<file path="config.mk">
export PLATFORM = sky130hd
export DESIGN_NAME = stat_counter_top
export DESIGN_NICKNAME = d
export VERILOG_FILES = /design/src/design/ram_geom_pkg.sv /design/src/design/stat_fmt_pkg.sv /design/src/design/counter_ram.sv /design/src/design/host_access_ctrl.sv /design/src/design/stat_update_pipe.sv /design/src/design/ram_access_arbiter.sv /design/src/design/stat_counter_top.sv
export SDC_FILE = /design/constraint.sdc
export NUM_CORES = 1
export LEC_CHECK = 0
export BUFFER_PORTS_ARGS = -buffer_cell sky130_fd_sc_hd__buf_2
export CORE_AREA = 2 2 240 420
export CTS_CLUSTER_SIZE = 40
export DETAILED_ROUTE_END_ITERATION = 10
export DIE_AREA = 0 0 242 422
export PLACE_DENSITY = 0.66
export SYNTH_ARGS = -nofsm -noshare
export SYNTH_HDL_FRONTEND = slang
export SYNTH_SLANG_ARGS = --single-unit
</file>
<file path="constraint.sdc">
create_clock -name clk -period 6.6 [get_ports clk]
set_clock_uncertainty 0.1 [all_clocks]
set_input_delay 1.32 -clock clk [delete_from_list [all_inputs] [get_ports clk]]
set_output_delay 1.32 -clock clk [all_outputs]
set_load 0.005 [all_outputs]
</file>
<file path="src/design/ram_geom_pkg.sv">
`default_nettype none

package ram_geom_pkg;

    ////////////////////
    // Counter RAM geometry

    // One counter per port and class pair
    localparam int ADDR_W = 5;

    // Packet count above byte count
    localparam int DATA_W = 32;

    // Cycles from memre to valid memrdd
    localparam int RD_LATENCY = 2;

    typedef logic [ADDR_W-1:0] ram_addr_t;
    typedef logic [DATA_W-1:0] ram_word_t;

endpackage

`default_nettype wire

</file>
<file path="src/design/stat_fmt_pkg.sv">
`default_nettype none

package stat_fmt_pkg;

    ////////////////////
    // Event fields

    localparam int PORT_W  = 3;
    localparam int CLASS_W = 2;
    localparam int LEN_W   = 14;

    ////////////////////
    // Counter word fields

    localparam int PKT_CNT_W  = 8;
    localparam int BYTE_CNT_W = 24;

    typedef logic [PORT_W-1:0]     port_id_t;
    typedef logic [CLASS_W-1:0]    class_id_t;
    typedef logic [LEN_W-1:0]      pkt_len_t;
    typedef logic [PKT_CNT_W-1:0]  pkt_cnt_t;
    typedef logic [BYTE_CNT_W-1:0] byte_cnt_t;

endpackage

`default_nettype wire

</file>
<file path="src/design/counter_ram.sv">
`timescale 1ns/1ps
`default_nettype none

module counter_ram
(
    input  wire logic                    clk,
    input  wire logic                    memwe,
    input  wire logic                    memre,
    input  wire ram_geom_pkg::ram_addr_t memwa,
    input  wire ram_geom_pkg::ram_addr_t memra,
    input  wire ram_geom_pkg::ram_word_t memwrd,
    output ram_geom_pkg::ram_word_t      memrdd
);

    import ram_geom_pkg::*;

    // Register file, one word per counter
    ram_word_t mem [2**ADDR_W];
    ram_addr_t ra_q;

    ////////////////////
    // Write port

    always_ff @(posedge clk)
    begin
        if (memwe)
            mem[memwa] <= memwrd;
    end

    ////////////////////
    // Read port

    // Address stage, then data stage
    always_ff @(posedge clk)
    begin
        if (memre)
            ra_q <= memra;
        memrdd <= mem[ra_q];
    end

endmodule

`default_nettype wire

</file>
<file path="src/design/host_access_ctrl.sv">
`timescale 1ns/1ps
`default_nettype none

module host_access_ctrl
(
    input  wire logic                  clk,
    input  wire logic                  rst,
    input  wire logic                  host_req,
    input  wire logic                  host_we,
    input  wire ram_geom_pkg::ram_addr_t host_addr,
    input  wire ram_geom_pkg::ram_word_t host_wdata,
    output logic                       host_busy,
    output logic                       host_done,
    output ram_geom_pkg::ram_word_t    host_rdata,
    output logic                       upen,
    output logic                       upws,
    output logic                       uprs,
    output ram_geom_pkg::ram_addr_t    upa,
    output ram_geom_pkg::ram_word_t    updi,
    input  wire ram_geom_pkg::ram_word_t updo,
    input  wire logic                  uprdy
);

    import ram_geom_pkg::*;

    typedef enum logic [1:0] {ST_IDLE, ST_STROBE, ST_WAIT} host_state_t;

    host_state_t state;
    logic        we_q;
    ram_addr_t   addr_q;
    ram_word_t   wdata_q;

    ////////////////////
    // Request FSM

    always_ff @(posedge clk)
    begin
        if (rst)
        begin
            state     <= ST_IDLE;
            host_done <= 1'b0;
        end
        else
        begin
            // Done pulse trails uprdy by one cycle
            host_done <= 1'b0;
            case (state)
                ST_IDLE:
                    if (host_req)
                        state <= ST_STROBE;
                // Strobe goes out for exactly one cycle
                ST_STROBE:
                    state <= ST_WAIT;
                ST_WAIT:
                    if (uprdy)
                    begin
                        state     <= ST_IDLE;
                        host_done <= 1'b1;
                    end
                default:
                    state <= ST_IDLE;
            endcase
        end
    end

    // Request fields, taken only when idle so a busy request is ignored
    always_ff @(posedge clk)
    begin
        if (state == ST_IDLE && host_req)
        begin
            we_q    <= host_we;
            addr_q  <= host_addr;
            wdata_q <= host_wdata;
        end
        // Keep read data only for read accesses
        if (state == ST_WAIT && uprdy && !we_q)
            host_rdata <= updo;
    end

    ////////////////////
    // CPU port strobes

    assign host_busy = (state != ST_IDLE);
    assign upen      = (state != ST_IDLE);
    assign upws      = (state == ST_STROBE) && we_q;
    assign uprs      = (state == ST_STROBE) && !we_q;
    assign upa       = addr_q;
    assign updi      = wdata_q;

endmodule

`default_nettype wire

</file>
<file path="src/design/stat_update_pipe.sv">
`timescale 1ns/1ps
`default_nettype none

module stat_update_pipe
(
    input  wire logic                     clk,
    input  wire logic                     rst,
    input  wire logic                     event_valid,
    input  wire stat_fmt_pkg::port_id_t   event_port,
    input  wire stat_fmt_pkg::class_id_t  event_class,
    input  wire stat_fmt_pkg::pkt_len_t   event_len,
    output logic                          eng_re,
    output ram_geom_pkg::ram_addr_t       eng_ra,
    input  wire ram_geom_pkg::ram_word_t  eng_rdd,
    output logic                          eng_we,
    output ram_geom_pkg::ram_addr_t       eng_wa,
    output ram_geom_pkg::ram_word_t       eng_wrd
);

    import ram_geom_pkg::*;
    import stat_fmt_pkg::*;

    // Stage 1 issues the read, stage 3 sees its data
    logic      s1_valid;
    logic      s2_valid;
    logic      s3_valid;
    ram_addr_t s1_addr;
    ram_addr_t s2_addr;
    ram_addr_t s3_addr;
    pkt_len_t  s1_len;
    pkt_len_t  s2_len;
    pkt_len_t  s3_len;

    // Last write, for the read that was taken before it landed
    logic      pw_valid;
    ram_addr_t pw_addr;
    ram_word_t pw_data;

    ram_word_t             rd_word;
    pkt_cnt_t              pkt_old;
    pkt_cnt_t              pkt_new;
    byte_cnt_t             byte_old;
    byte_cnt_t             byte_new;
    logic [BYTE_CNT_W:0]   byte_sum;

    ////////////////////
    // Event shift

    always_ff @(posedge clk)
    begin
        if (rst)
        begin
            s1_valid <= 1'b0;
            s2_valid <= 1'b0;
            s3_valid <= 1'b0;
            pw_valid <= 1'b0;
        end
        else
        begin
            s1_valid <= event_valid;
            s2_valid <= s1_valid;
            s3_valid <= s2_valid;
            pw_valid <= s3_valid;
        end
    end

    always_ff @(posedge clk)
    begin
        // Port id sits above class id
        s1_addr <= {event_port, event_class};
        s1_len  <= event_len;
        s2_addr <= s1_addr;
        s2_len  <= s1_len;
        s3_addr <= s2_addr;
        s3_len  <= s2_len;
        pw_addr <= s3_addr;
        pw_data <= eng_wrd;
    end

    ////////////////////
    // Saturating update

    always_comb
    begin
        // Previous write is newer than what the RAM returned
        if (pw_valid && pw_addr == s3_addr)
            rd_word = pw_data;
        else
            rd_word = eng_rdd;

        pkt_old  = rd_word[DATA_W-1:BYTE_CNT_W];
        byte_old = rd_word[BYTE_CNT_W-1:0];

        // Packet field sticks at all ones
        if (pkt_old == '1)
            pkt_new = pkt_old;
        else
            pkt_new = pkt_old + 1'b1;

        // Carry out of the byte field means clamp
        byte_sum = {1'b0, byte_old} + (BYTE_CNT_W+1)'(s3_len);
        if (byte_sum[BYTE_CNT_W])
            byte_new = '1;
        else
            byte_new = byte_sum[BYTE_CNT_W-1:0];
    end

    assign eng_re  = s1_valid;
    assign eng_ra  = s1_addr;
    assign eng_we  = s3_valid;
    assign eng_wa  = s3_addr;
    assign eng_wrd = {pkt_new, byte_new};

endmodule

`default_nettype wire

</file>
<file path="src/design/ram_access_arbiter.sv">
`timescale 1ns/1ps
`default_nettype none

module ram_access_arbiter
(
    input  wire logic                    clk,
    input  wire logic                    rst,
    input  wire logic                    active,
    input  wire logic                    eng_re,
    input  wire ram_geom_pkg::ram_addr_t eng_ra,
    output ram_geom_pkg::ram_word_t      eng_rdd,
    input  wire logic                    eng_we,
    input  wire ram_geom_pkg::ram_addr_t eng_wa,
    input  wire ram_geom_pkg::ram_word_t eng_wrd,
    input  wire logic                    upen,
    input  wire ram_geom_pkg::ram_addr_t upa,
    input  wire logic                    upws,
    input  wire logic                    uprs,
    input  wire ram_geom_pkg::ram_word_t updi,
    output ram_geom_pkg::ram_word_t      updo,
    output logic                         uprdy,
    output logic                         memwe,
    output logic                         memre,
    output ram_geom_pkg::ram_addr_t      memwa,
    output ram_geom_pkg::ram_addr_t      memra,
    output ram_geom_pkg::ram_word_t      memwrd,
    input  wire ram_geom_pkg::ram_word_t memrdd
);

    import ram_geom_pkg::*;

    logic      engwr;
    logic      engrd;
    logic      upwr_lat;
    logic      uprd_lat;
    logic      upwr_ok;
    logic      uprd_ok;
    logic      rd_any;
    ram_addr_t rd_addr;
    logic      wr_conflict;

    // Collision flags and write data, aligned with the read latency
    logic [RD_LATENCY-1:0] same_stage;
    ram_word_t             wrd_dly [RD_LATENCY];
    // Grant delay, one stage past the read data
    logic [RD_LATENCY:0]   grant_dly;
    ram_word_t             rdd_q;

    ////////////////////
    // Grant logic

    // Engine ports count only while enabled
    assign engwr = eng_we && active;
    assign engrd = eng_re && active;

    assign upwr_ok = upwr_lat && (!engwr || eng_wa == upa);
    // Host read must not race an engine write to the same word
    assign uprd_ok = uprd_lat && (!engrd || eng_ra == upa) && !(engwr && eng_wa == upa);

    always_ff @(posedge clk)
    begin
        if (rst || !upen)
        begin
            upwr_lat <= 1'b0;
            uprd_lat <= 1'b0;
        end
        else
        begin
            if (upwr_ok)
                upwr_lat <= 1'b0;
            else if (upws)
                upwr_lat <= 1'b1;
            if (uprd_ok)
                uprd_lat <= 1'b0;
            else if (uprs)
                uprd_lat <= 1'b1;
        end
    end

    ////////////////////
    // RAM port mux

    // A granted host write lands on the engine's address anyway
    assign memwe  = engwr || upwr_ok;
    assign memwa  = upwr_ok ? upa : eng_wa;
    assign memwrd = upwr_ok ? updi : eng_wrd;

    assign rd_any  = engrd || uprd_ok;
    assign rd_addr = engrd ? eng_ra : upa;
    assign wr_conflict = memwe && (memwa == rd_addr);

    // Read skipped on collision, write data stands in
    assign memre = rd_any && !wr_conflict;
    assign memra = rd_addr;

    always_ff @(posedge clk)
    begin
        if (rst)
            same_stage <= '0;
        else
            same_stage <= {same_stage[RD_LATENCY-2:0], rd_any && wr_conflict};
    end

    always_ff @(posedge clk)
    begin
        wrd_dly[0] <= memwrd;
        for (int i = 1; i < RD_LATENCY; i++)
            wrd_dly[i] <= wrd_dly[i-1];
        rdd_q <= eng_rdd;
    end

    assign eng_rdd = same_stage[RD_LATENCY-1] ? wrd_dly[RD_LATENCY-1] : memrdd;

    ////////////////////
    // Host return path

    always_ff @(posedge clk)
    begin
        if (rst)
            grant_dly <= '0;
        else
            grant_dly <= {grant_dly[RD_LATENCY-1:0], upwr_ok || uprd_ok};
    end

    assign uprdy = grant_dly[RD_LATENCY];
    assign updo  = upen ? rdd_q : '0;

endmodule

`default_nettype wire

</file>
<file path="src/design/stat_counter_top.sv">
`timescale 1ns/1ps
`default_nettype none

module stat_counter_top
(
    input  wire logic                     clk,
    input  wire logic                     rst,
    input  wire logic                     event_valid,
    input  wire stat_fmt_pkg::port_id_t   event_port,
    input  wire stat_fmt_pkg::class_id_t  event_class,
    input  wire stat_fmt_pkg::pkt_len_t   event_len,
    input  wire logic                     engine_enable,
    input  wire logic                     host_req,
    input  wire logic                     host_we,
    input  wire ram_geom_pkg::ram_addr_t  host_addr,
    input  wire ram_geom_pkg::ram_word_t  host_wdata,
    output logic                          host_busy,
    output logic                          host_done,
    output ram_geom_pkg::ram_word_t       host_rdata
);

    import ram_geom_pkg::*;

    // Engine side
    logic      eng_re;
    logic      eng_we;
    ram_addr_t eng_ra;
    ram_addr_t eng_wa;
    ram_word_t eng_rdd;
    ram_word_t eng_wrd;

    // CPU side
    logic      upen;
    logic      upws;
    logic      uprs;
    logic      uprdy;
    ram_addr_t upa;
    ram_word_t updi;
    ram_word_t updo;

    // RAM side
    logic      memwe;
    logic      memre;
    ram_addr_t memwa;
    ram_addr_t memra;
    ram_word_t memwrd;
    ram_word_t memrdd;

    ////////////////////
    // Blocks

    host_access_ctrl host_access_ctrl_i (.*);

    stat_update_pipe stat_update_pipe_i (.*);

    ram_access_arbiter ram_access_arbiter_i
    (
        .active (engine_enable),
        .*
    );

    counter_ram counter_ram_i (.*);

endmodule

`default_nettype wire

</file>
==> flow_summary.json, run 1 <==
{
  "status": "completed",
  "drv_slew": 0,
  "io_pins": 96,
  "cts-resized-gates": 0,
  "grt_setup_unrepaired": "no",
  "path_max_fanout": 33,
  "synth_warnings": 0,
  "synth_fa_ha_area_frac": 0.00474,
  "cp_data_required_time_ps": 6990,
  "antenna_found_initial": 2,
  "grt_first_pass_wirelength_mm": 173,
  "placedCellCount": 3682,
  "nNetsFinal": 2557,
  "wl_per_cell_microns": 31.1,
  "cts.sink_count": 1335,
  "drc": 0,
  "die-area_sq_um": 102000,
  "clockBufferDepth": 3,
  "portBuffers": 95,
  "synth_area_per_cell_sq_um": 21.5,
  "async_flop_share": 0,
  "syn_nets": 2359,
  "muxShareOfSynthArea": 0.172,
  "synth_top_cell_area_share": 0.672,
  "grt_pass1_vias": 24339,
  "synth-seq-cells": 1335,
  "fin_area_sq_um": 55800,
  "synth_compound_area_frac": 0.0132,
  "hold_buffers": 0,
  "synth_top_family_by_area": "multiplexers",
  "synth.area.top_cells": "edfxtp_1 67%, mux4_2 15%, dfxtp_1 9.6%, mux2_2 2.1%, nor2_1 0.67%",
  "cp-start-kind": "flop",
  "p_sw_frac": 0.227,
  "clockPowerShare": 0.368,
  "p_switching_mw": 4.18,
  "seqPwrFrac": 0.549,
  "cp.arrival_ps": 5930,
  "crit_type": "reg -> reg",
  "synthSimpleGateAreaFrac": 0.0235,
  "yosysUniqueCellTypes": 63,
  "vias": 23471,
  "clkSlewWorstSetupHoldPaths_ps": 70,
  "synth-edff-count": 1099,
  "hold_viol": 0,
  "powerDensity_nw_per_um2": 329,
  "htreeDepth": 3,
  "fin_cells": 3891,
  "coreArea_sq_um": 98800,
  "internal_power_mw": 14.2,
  "row_count": 153,
  "antenna_cells": 0,
  "cts_made_buffers": 110,
  "fin_crit_ps": 5530,
  "end_kind": "flop",
  "vdd_drop_max_v": 0.000275,
  "fp.dieW_microns": 242,
  "drv_cap": 0,
  "ys.flop_type": "edfxtp_1",
  "max_freq_mhz": 181,
  "ant_nets": 0,
  "insertion_delay_ps": 720,
  "drive_gt1_frac": 0.333,
  "postCtsSetupRepairBufs": 0,
  "wirelength_mm": 121,
  "grt_start_max_net_pins": 113,
  "initialDrtViolationCount": 2419,
  "first_pass_iters": 6,
  "tightest_slew_ps": 1250,
  "seq_area_frac_synth": 0.768,
  "synthesis.area_sq_um": 49100,
  "finalCritPeriodShare": 0.838,
  "syn_inst": 2279,
  "clk_root_buffer_cell": "clkbuf_16",
  "hold_path.class": "reg -> reg",
  "power_mw": 18.4,
  "dpl_cell_area_sq_um": 52000,
  "fillers": 7259,
  "relSlewSlack": 0.168,
  "grt-ovfl-total": 0,
  "start_util": 0.497,
  "routabilityCongestion": 0.870,
  "area_growth_pct": 13.6,
  "synth_xor_area_frac": 0.00841,
  "synth_top_area_cell": "edfxtp_1",
  "viasPerCell": 6.03,
  "dp.final_hpwl_mm": 72.0,
  "grt_use_total": 0.240,
  "die_h_microns": 422,
  "cts_tree": "done",
  "setup_tns_ps": 0,
  "power.leakage_nw": 18.3,
  "setup_viol": 0,
  "power_frac_comb": 0.083
}
==> layer usage <==
layer  wire length (microns)  GRT usage
met1                   46700      0.315
met4                    5540      0.106
met3                    7860     0.0368
met5                      13          0
met2                   61000      0.399
==> flip-flops by register name (all words and copies together) (netlist names), 2 cells and up <==
signal                           count
counter_ram_i.ra_q                   5
host_access_ctrl_i.updi             32
host_access_ctrl_i.state             2
host_access_ctrl_i.host_rdata       32
ram_access_arbiter_i.grant_dly       3
counter_ram_i.mem                 1024
ram_access_arbiter_i.rdd_q          32
stat_update_pipe_i.s2_len           14
stat_update_pipe_i.s1_len           14
stat_update_pipe_i.s2_addr           5
stat_update_pipe_i.pw_addr           5
stat_update_pipe_i.eng_ra            5
ram_access_arbiter_i.wrd_dly        64
stat_update_pipe_i.s3_len           14
host_access_ctrl_i.upa               5
ram_access_arbiter_i.same_stage      2
counter_ram_i.memrdd                32
stat_update_pipe_i.pw_data          32
stat_update_pipe_i.eng_wa            5
==> cell usage in the layout, fill, tap and decap left out, types with 3 or more instances in the layout <==
master      instances
a21o_1              7
a21oi_1            22
a31oi_1             7
a31oi_2            24
and2_1              3
buf_12              7
buf_2              95
buf_4              87
bufinv_16          11
clkbuf_1           17
clkbuf_16         113
clkbuf_8           14
clkinv_1            9
clkinv_2           28
clkinvlp_4          7
dfxtp_1           235
edfxtp_1         1099
ha_1               17
inv_1              13
mux2_2             91
mux2i_1            18
mux4_2            320
nand2_1            45
nand2b_1            5
nand3_1            17
nor2_1             54
nor2_4             34
nor2b_1            47
nor3_1              5
o211ai_1            5
o21ai_0             9
or3_1               6
xnor2_1            25
xor2_1             19
==> stage by stage <==
stage | setup slack [ps] | hold slack, ps | util
2_1_floorplan | 789 | 210 | -
3_3_place_gp | 1270 | 210 | 0.527
3_5_place_dp | 1220 | 212 | 0.527
4_1_cts | 1110 | 220 | 0.565
5_1_grt | 750 | 226 | 0.565
6_report | 1070 | 222 | 0.565
==> logic make-up after synthesis <==
| kind of cell | count (synthesis) |
|---|---|
| flops | 1335 |
| mux | 432 |
| simple gates | 236 |
| buf+inv | 116 |
| compound gates | 97 |
| xor+xnor | 45 |
| fa+ha+maj | 18 |
==> power by group through the flow <==
stage	combinational, mW	sequential [mW]	clock [mW]
after detailed placement	1.54	10.3	0
after floorplan	0.961	10.2	0
final	1.53	10.1	6.76
after global placement	1.48	10.3	0
after CTS	1.54	10.1	6.86
after global routing	1.66	10.1	7.17
==> synth_stat cells, drive strengths merged (2+ instances only) <==
cell     count
a211oi       2
nand4        3
o211ai       5
inv         13
a21oi       22
nand2b       5
nand2       46
buf         47
a31oi       31
and3         2
clkbuf      56
o2111ai      2
a21boi       3
nor2b       47
nand3b       2
edfxtp    1099
nor2        89
or3          7
or4          2
dfxtp      236
o211a        2
mux2i       19
mux4       320
nor3         7
and2         4
a21o         8
mux2        93
a32o         2
o21ai       10
xnor2       26
xor2        19
ha          17
nand3       18
==> final cells by class <==
class                           instances  area, sq um  area share
Clock inverter                         65          698      0.0125
Multi-Input combinational cell        828        11300       0.203
Inverter                               13         48.8    0.000875
Tap cell                             1317         1650      0.0295
Timing Repair Buffer                  189         1270      0.0227
Clock buffer                          144         3080      0.0553
Sequential cell                      1335        37700       0.676
==> critical path, cell delays in order, from the launching register on <==
cell and delay (ps):
dfxtp_1 550, xnor2_1 200, and2_1 370, nand2_4 210, mux2_2 270, ha_1 160, inv_1 60, fa_1 420
nand2b_1 170, a21oi_1 210, o211ai_1 140, a21oi_1 420, o221ai_1 210, or3_2 860, buf_4 380, a31oi_2 220
buf_4 320
==> path summary, 6_finish.rpt <==
| kind | from | end | slack (ps) | cells past startpoint |
|---|---|---|---|---|
| worst min register to register | ram_access_arbiter_i.wrd_dly[0][20] | ram_access_arbiter_i.wrd_dly[0][52] | 220 | 0 |
| worst max register to register | stat_update_pipe_i.eng_wa[0] | counter_ram_i.mem[8][4] | 1070 | 16 |
| worst max-delay path | stat_update_pipe_i.eng_wa[0] | counter_ram_i.mem[8][4] | 1070 | 16 |
| worst min-delay path | ram_access_arbiter_i.wrd_dly[0][20] | ram_access_arbiter_i.wrd_dly[0][52] | 220 | 0 |
Power figures use the tool's default switching activity.
==> inputs of run 2 (changes only) <==
PLACE_DENSITY = 0.68   (was 0.66)
clock period = 4.7 ns   (was 6.6 ns; I/O delays follow)
==> flow_summary.json, run 2 (synthesis gave the netlist of run 1 again) <==
{
  "grt_use_total": 0.242,
  "routabilityCongestion": 0.817,
  "max_freq_mhz": 224,
  "die_h_microns": 422,
  "nNetsFinal": 2564,
  "hold_buffers": 0,
  "first_pass_iters": 5,
  "clkSlewWorstSetupHoldPaths_ps": 60,
  "clockPowerShare": 0.367,
  "io_pins": 96,
  "wl_per_cell_microns": 31.3,
  "r2r-end": "counter_ram_i.mem[27][8]",
  "initialDrtViolationCount": 2635,
  "p_switching_mw": 5.87,
  "seqPwrFrac": 0.542,
  "antenna_found_initial": 2,
  "endpoint": "counter_ram_i.mem[27][8]",
  "wirelength_mm": 122,
  "path_max_fanout": 33,
  "status": "completed",
  "portBuffers": 95,
  "top_regs": "counter_ram_i.mem x1024, ram_access_arbiter_i.wrd_dly x64",
  "antenna_cells": 0,
  "hold_viol": 0,
  "area_growth_pct": 15.5,
  "cts.sink_count": 1335,
  "grt_pass1_vias": 24317,
  "viasPerCell": 6.10,
  "fp.dieW_microns": 242,
  "largest_reg_flops": 1024,
  "top_register": "counter_ram_i.mem",
  "drv_slew": 0,
  "dpl_cell_area_sq_um": 52800,
  "grt_start_max_net_pins": 99,
  "htreeDepth": 3,
  "setup_ws_ps": 246,
  "vdd_drop_max_v": 0.000400,
  "setup_viol": 0,
  "p_sw_frac": 0.225,
  "layout_commonest_cell": "edfxtp_1",
  "postCtsSetupRepairBufs": 0,
  "crit_type": "reg -> reg",
  "powerDensity_nw_per_um2": 460,
  "vias": 23774,
  "power_mw": 26.1,
  "power.leakage_nw": 18.5,
  "coreArea_sq_um": 98800,
  "fin_area_sq_um": 56700,
  "final_cell_mix": "1099 x edfxtp_1, 320 x mux4_2, 235 x dfxtp_1",
  "hold_path.class": "in -> reg",
  "drive_gt1_frac": 0.336,
  "place_worst_setup_slack_ps": 128,
  "tightest_slew_ps": 1170,
  "r2r_slack_ps": 250,
  "grt_first_pass_wirelength_mm": 175,
  "end_kind": "flop",
  "r2r-start": "stat_update_pipe_i.eng_wa[2]",
  "drv_cap": 0,
  "r2r_cells": 16,
  "drc": 0,
  "cts_tree": "done",
  "insertion_delay_ps": 730,
  "cp.arrival_ps": 4860,
  "clk_root_buffer_cell": "clkbuf_16",
  "internal_power_mw": 20.2,
  "cp-start-kind": "flop",
  "grt-ovfl-total": 0,
  "clockBufferDepth": 3,
  "start_util": 0.497,
  "cts_made_buffers": 113,
  "cp_data_required_time_ps": 5110,
  "power_frac_comb": 0.091,
  "die-area_sq_um": 102000,
  "finalCritPeriodShare": 0.948,
  "relSlewSlack": 0.220,
  "holdWs_ps": 214,
  "crit_start": "stat_update_pipe_i.eng_wa[2]",
  "ant_nets": 0,
  "dp.final_hpwl_mm": 64.9,
  "row_count": 153,
  "fin_crit_ps": 4450,
  "grt_setup_unrepaired": "no",
  "cts-resized-gates": 0,
  "post-route-util": 0.574,
  "fillers": 7137
}
-- run 2: cell types whose count changed in the layout (fill, tap and decap cells not counted), sizes merged --
| cell | before | now |
|---|---|---|
| clkinvlp | 7 | 12 |
| clkinv | 41 | 38 |
| buf | 189 | 193 |
| clkbuf | 144 | 151 |
| inv | 19 | 16 |
| bufinv | 11 | 10 |
-- run 2: per-stage QoR --
stage / TNS, ps / std cells
global placement: 0 / 3686
finish: 0 / 3900
global route: 0 / 3900
CTS: 0 / 3900
detailed placement: 0 / 3686
floorplan: -4140 / 2279
-- run 2: metal layers --
layer	up-vias	routed length (microns)	global-route usage
li1	9697	-	-
met3	226	8670	0.0313
met5	-	0	0
met2	1110	62500	0.411
met1	12741	46100	0.317
met4	0	4960	0.101
-- run 2: power groups by stage --
stage | clock network (mW) | registers (mW) | logic [mW]
5_1_grt | 10.1 | 14.1 | 2.55
6_report | 9.57 | 14.1 | 2.36
4_1_cts | 9.73 | 14.1 | 2.37
3_3_place_gp | 0 | 14.4 | 2.27
2_1_floorplan | 0 | 14.3 | 1.46
3_5_place_dp | 0 | 14.4 | 2.36
-- run 2: layout make-up --
cell class	count	area, sq um	area share
well taps	1317	1650	0.0291
multi-input cells	828	11500	0.203
flip-flops and latches	1335	37700	0.666
repair buffers	193	1900	0.0335
clock inverters	63	653	0.0115
clock buffers	151	3190	0.0563
inverters	13	48.8	0.000861
-- run 2: worst min path at each step --
stage / from / endpoint / depth (start not counted)
after floorplan: ram_access_arbiter_i.wrd_dly[0][0] / ram_access_arbiter_i.wrd_dly[0][32] / 0
after global placement: ram_access_arbiter_i.wrd_dly[0][29] / ram_access_arbiter_i.wrd_dly[0][61] / 0
after detailed placement: ram_access_arbiter_i.wrd_dly[0][22] / ram_access_arbiter_i.wrd_dly[0][54] / 0
after CTS: event_len[10] / stat_update_pipe_i.s1_len[10] / 1
after global routing: event_len[10] / stat_update_pipe_i.s1_len[10] / 1
final: event_len[2] / stat_update_pipe_i.s1_len[2] / 1
-- run 2: worst max-delay path: stages (launching register included) --
cell and delay [ps]:
dfxtp_1 360, xnor2_1 280, and4_4 290, nand2_4 50
mux2_2 220, ha_1 180, inv_1 70, fa_1 420
nand2b_1 200, a21oi_2 180, o211ai_1 150, a21oi_2 330
o221ai_2 160, or3_4 490, buf_12 240, a31oi_4 180
buf_4 310
==> inputs of run 3 (changes only) <==
CELL_PAD_IN_SITES_DETAIL_PLACEMENT = 2   (was not set)
CELL_PAD_IN_SITES_GLOBAL_PLACEMENT = 2   (was not set)
CORE_AREA = 2 2 253 442   (was 2 2 240 420)
CTS_CLUSTER_SIZE = not set   (was 40)
DIE_AREA = 0 0 255 444   (was 0 0 242 422)
PLACE_DENSITY = not set   (was 0.68)
PLACE_DENSITY_LB_ADDON = 0.1   (was not set)
==> flow_summary.json, run 3 (synthesis gave the netlist of run 1 again) <==
{
  "insertion_delay_ps": 790,
  "fin_crit_ps": 4480,
  "setup_ws_ps": 222,
  "fillers": 9405,
  "htreeDepth": 3,
  "power_frac_comb": 0.090,
  "area_growth_pct": 15.5,
  "status": "completed",
  "vias": 24494,
  "largest_reg_flops": 1024,
  "hp-start": "event_class[1]",
  "max_freq_mhz": 223,
  "grt-ovfl-total": 0,
  "cp-start-kind": "flop",
  "grt_first_pass_wirelength_mm": 219,
  "slowest_delay_ps": 540,
  "finalCritPeriodShare": 0.953,
  "hold_path_depth": 1,
  "initialDrtViolationCount": 2363,
  "p_switching_mw": 6.42,
  "die_h_microns": 444,
  "cts_made_buffers": 120,
  "drv_slew": 0,
  "r2r_slack_ps": 220,
  "power.leakage_nw": 18.5,
  "top_register": "counter_ram_i.mem",
  "vdd_drop_max_v": 0.000300,
  "r2r-end": "counter_ram_i.mem[17][3]",
  "place_worst_setup_slack_ps": 91.4,
  "worst_path_max_delay_cell": "or3_2",
  "p_sw_frac": 0.242,
  "path_max_fanout": 33,
  "grt_pass1_vias": 26580,
  "r2r-start": "stat_update_pipe_i.eng_wa[4]",
  "internal_power_mw": 20.1,
  "seqPwrFrac": 0.537,
  "cp_data_required_time_ps": 5130,
  "path_delay_family": "simple AND/OR/NAND/NOR gates",
  "antenna_found_initial": 1,
  "end_kind": "flop",
  "relSlewSlack": 0.226,
  "viasPerCell": 6.00,
  "fp.dieW_microns": 255,
  "coreArea_sq_um": 110000,
  "clk_root_buffer_cell": "clkbuf_16",
  "clkSlewWorstSetupHoldPaths_ps": 70,
  "grt_use_total": 0.289,
  "final_cell_mix": "1099 x edfxtp_1, 320 x mux4_2, 235 x dfxtp_1",
  "crit_type": "reg -> reg",
  "dp.final_hpwl_mm": 93.3,
  "drive_gt1_frac": 0.338,
  "wirelength_mm": 160,
  "die-area_sq_um": 113000,
  "cts_tree": "done",
  "tightest_slew_ps": 1160,
  "first_pass_iters": 5,
  "drv_cap": 0,
  "clockBufferDepth": 3,
  "setup_viol": 0,
  "whs_endpoint": "stat_update_pipe_i.eng_ra[1]",
  "routabilityCongestion": 0.837,
  "start_util": 0.447,
  "layout_commonest_cell": "edfxtp_1",
  "r2r_cells": 16,
  "cpMostUsedCell": "a21oi_2",
  "top_regs": "counter_ram_i.mem x1024, ram_access_arbiter_i.wrd_dly x64",
  "hold_path.class": "in -> reg",
  "ant_nets": 0,
  "hold_viol": 0,
  "fin_area_sq_um": 56700,
  "power_mw": 26.5,
  "row_count": 161,
  "cp.arrival_ps": 4910,
  "cp_num_buf_inv": 3,
  "grt_setup_unrepaired": "no",
  "portBuffers": 95,
  "cts.sink_count": 1335,
  "crit_chain": "xnor2_1 > and4_4 > nand2_4 > mux2_2 > ha_1 > inv_1 > fa_1 > nand2b_1 > a21oi_2 > o211ai_1 > a21oi_2 > o221ai_2 > or3_2 > buf_6 > a31oi_4 > buf_4",
  "drc": 0,
  "grt_start_max_net_pins": 110,
  "clockPowerShare": 0.373,
  "dpl_cell_area_sq_um": 52800,
  "powerDensity_nw_per_um2": 468,
  "wl_per_cell_microns": 39.1,
  "io_pins": 96,
  "nNetsFinal": 2589
}
## run 3: worst max-delay path by stage
stage / to / cells past startpoint / from / slack (ps)
after floorplan: counter_ram_i.mem[0][1] / 20 / stat_update_pipe_i.eng_wa[1] / -60
after global placement: counter_ram_i.mem[26][1] / 16 / stat_update_pipe_i.eng_wa[3] / 230
after detailed placement: counter_ram_i.mem[27][1] / 16 / stat_update_pipe_i.eng_wa[4] / 90
after CTS: counter_ram_i.mem[28][1] / 16 / stat_update_pipe_i.eng_wa[4] / 60
after global routing: counter_ram_i.mem[21][8] / 16 / stat_update_pipe_i.eng_wa[4] / 6
final: counter_ram_i.mem[17][3] / 16 / stat_update_pipe_i.eng_wa[4] / 220
## run 3: power groups by stage
| stage | sequential, mW | combinational (mW) | clock (mW) |
|---|---|---|---|
| floorplan | 14.3 | 1.46 | 0 |
| global placement | 14.5 | 2.23 | 0 |
| detailed placement | 14.5 | 2.41 | 0 |
| CTS | 14.3 | 2.41 | 10.1 |
| global route | 14.3 | 2.56 | 10.5 |
| finish | 14.3 | 2.38 | 9.89 |
## run 3: timing repair
| action | 4_1_cts | 5_1_grt |
|---|---|---|
| hold buffers | 0 | 0 |
| endpoints found under the setup margin | 0 | 528 |
| gates resized for setup | 0 | 7 |
| hold endpoints to repair | 0 | 0 |
| setup buffers | 0 | 0 |
## run 3: layer usage
| metal | global-route usage | routed length, microns | part of all wire |
|---|---|---|---|
| met1 | 0.350 | 59000 | 0.37 |
| met2 | 0.506 | 84400 | 0.53 |
| met3 | 0.0354 | 7430 | 0.047 |
| met4 | 0.147 | 8800 | 0.055 |
| met5 | 0 | 10 | 0.000063 |
## run 3: layout make-up
type	count	area, sq um	share of cell area
Antenna cell	1	2.50	0.0000441
Clock buffer	164	3330	0.0587
Clock inverter	64	566	0.00997
Inverter	13	48.8	0.000860
Multi-Input combinational cell	828	11500	0.203
Sequential cell	1335	37700	0.665
Tap cell	1467	1840	0.0324
Timing Repair Buffer	211	1700	0.0300
## run 3: worst register-to-register path: stages, from the launching register on
cell and delay [ps]:
dfxtp_1 360, xnor2_1 280, and4_4 300, nand2_4 60, mux2_2 220, ha_1 160
inv_1 60, fa_1 420, nand2b_1 210, a21oi_2 180, o211ai_1 150, a21oi_2 240
o221ai_2 130, or3_2 540, buf_6 260, a31oi_4 240, buf_4 310
## run 3: per-stage QoR
step | util | instances | hold WS [ps] | TNS (ps)
2_1_floorplan | - | 2279 | 210 | -4140
3_3_place_gp | 0.481 | 3854 | 210 | 0
3_5_place_dp | 0.481 | 3854 | 215 | 0
4_1_cts | 0.516 | 4082 | 143 | 0
5_1_grt | 0.517 | 4082 | 182 | 0
6_report | 0.517 | 4083 | 179 | 0
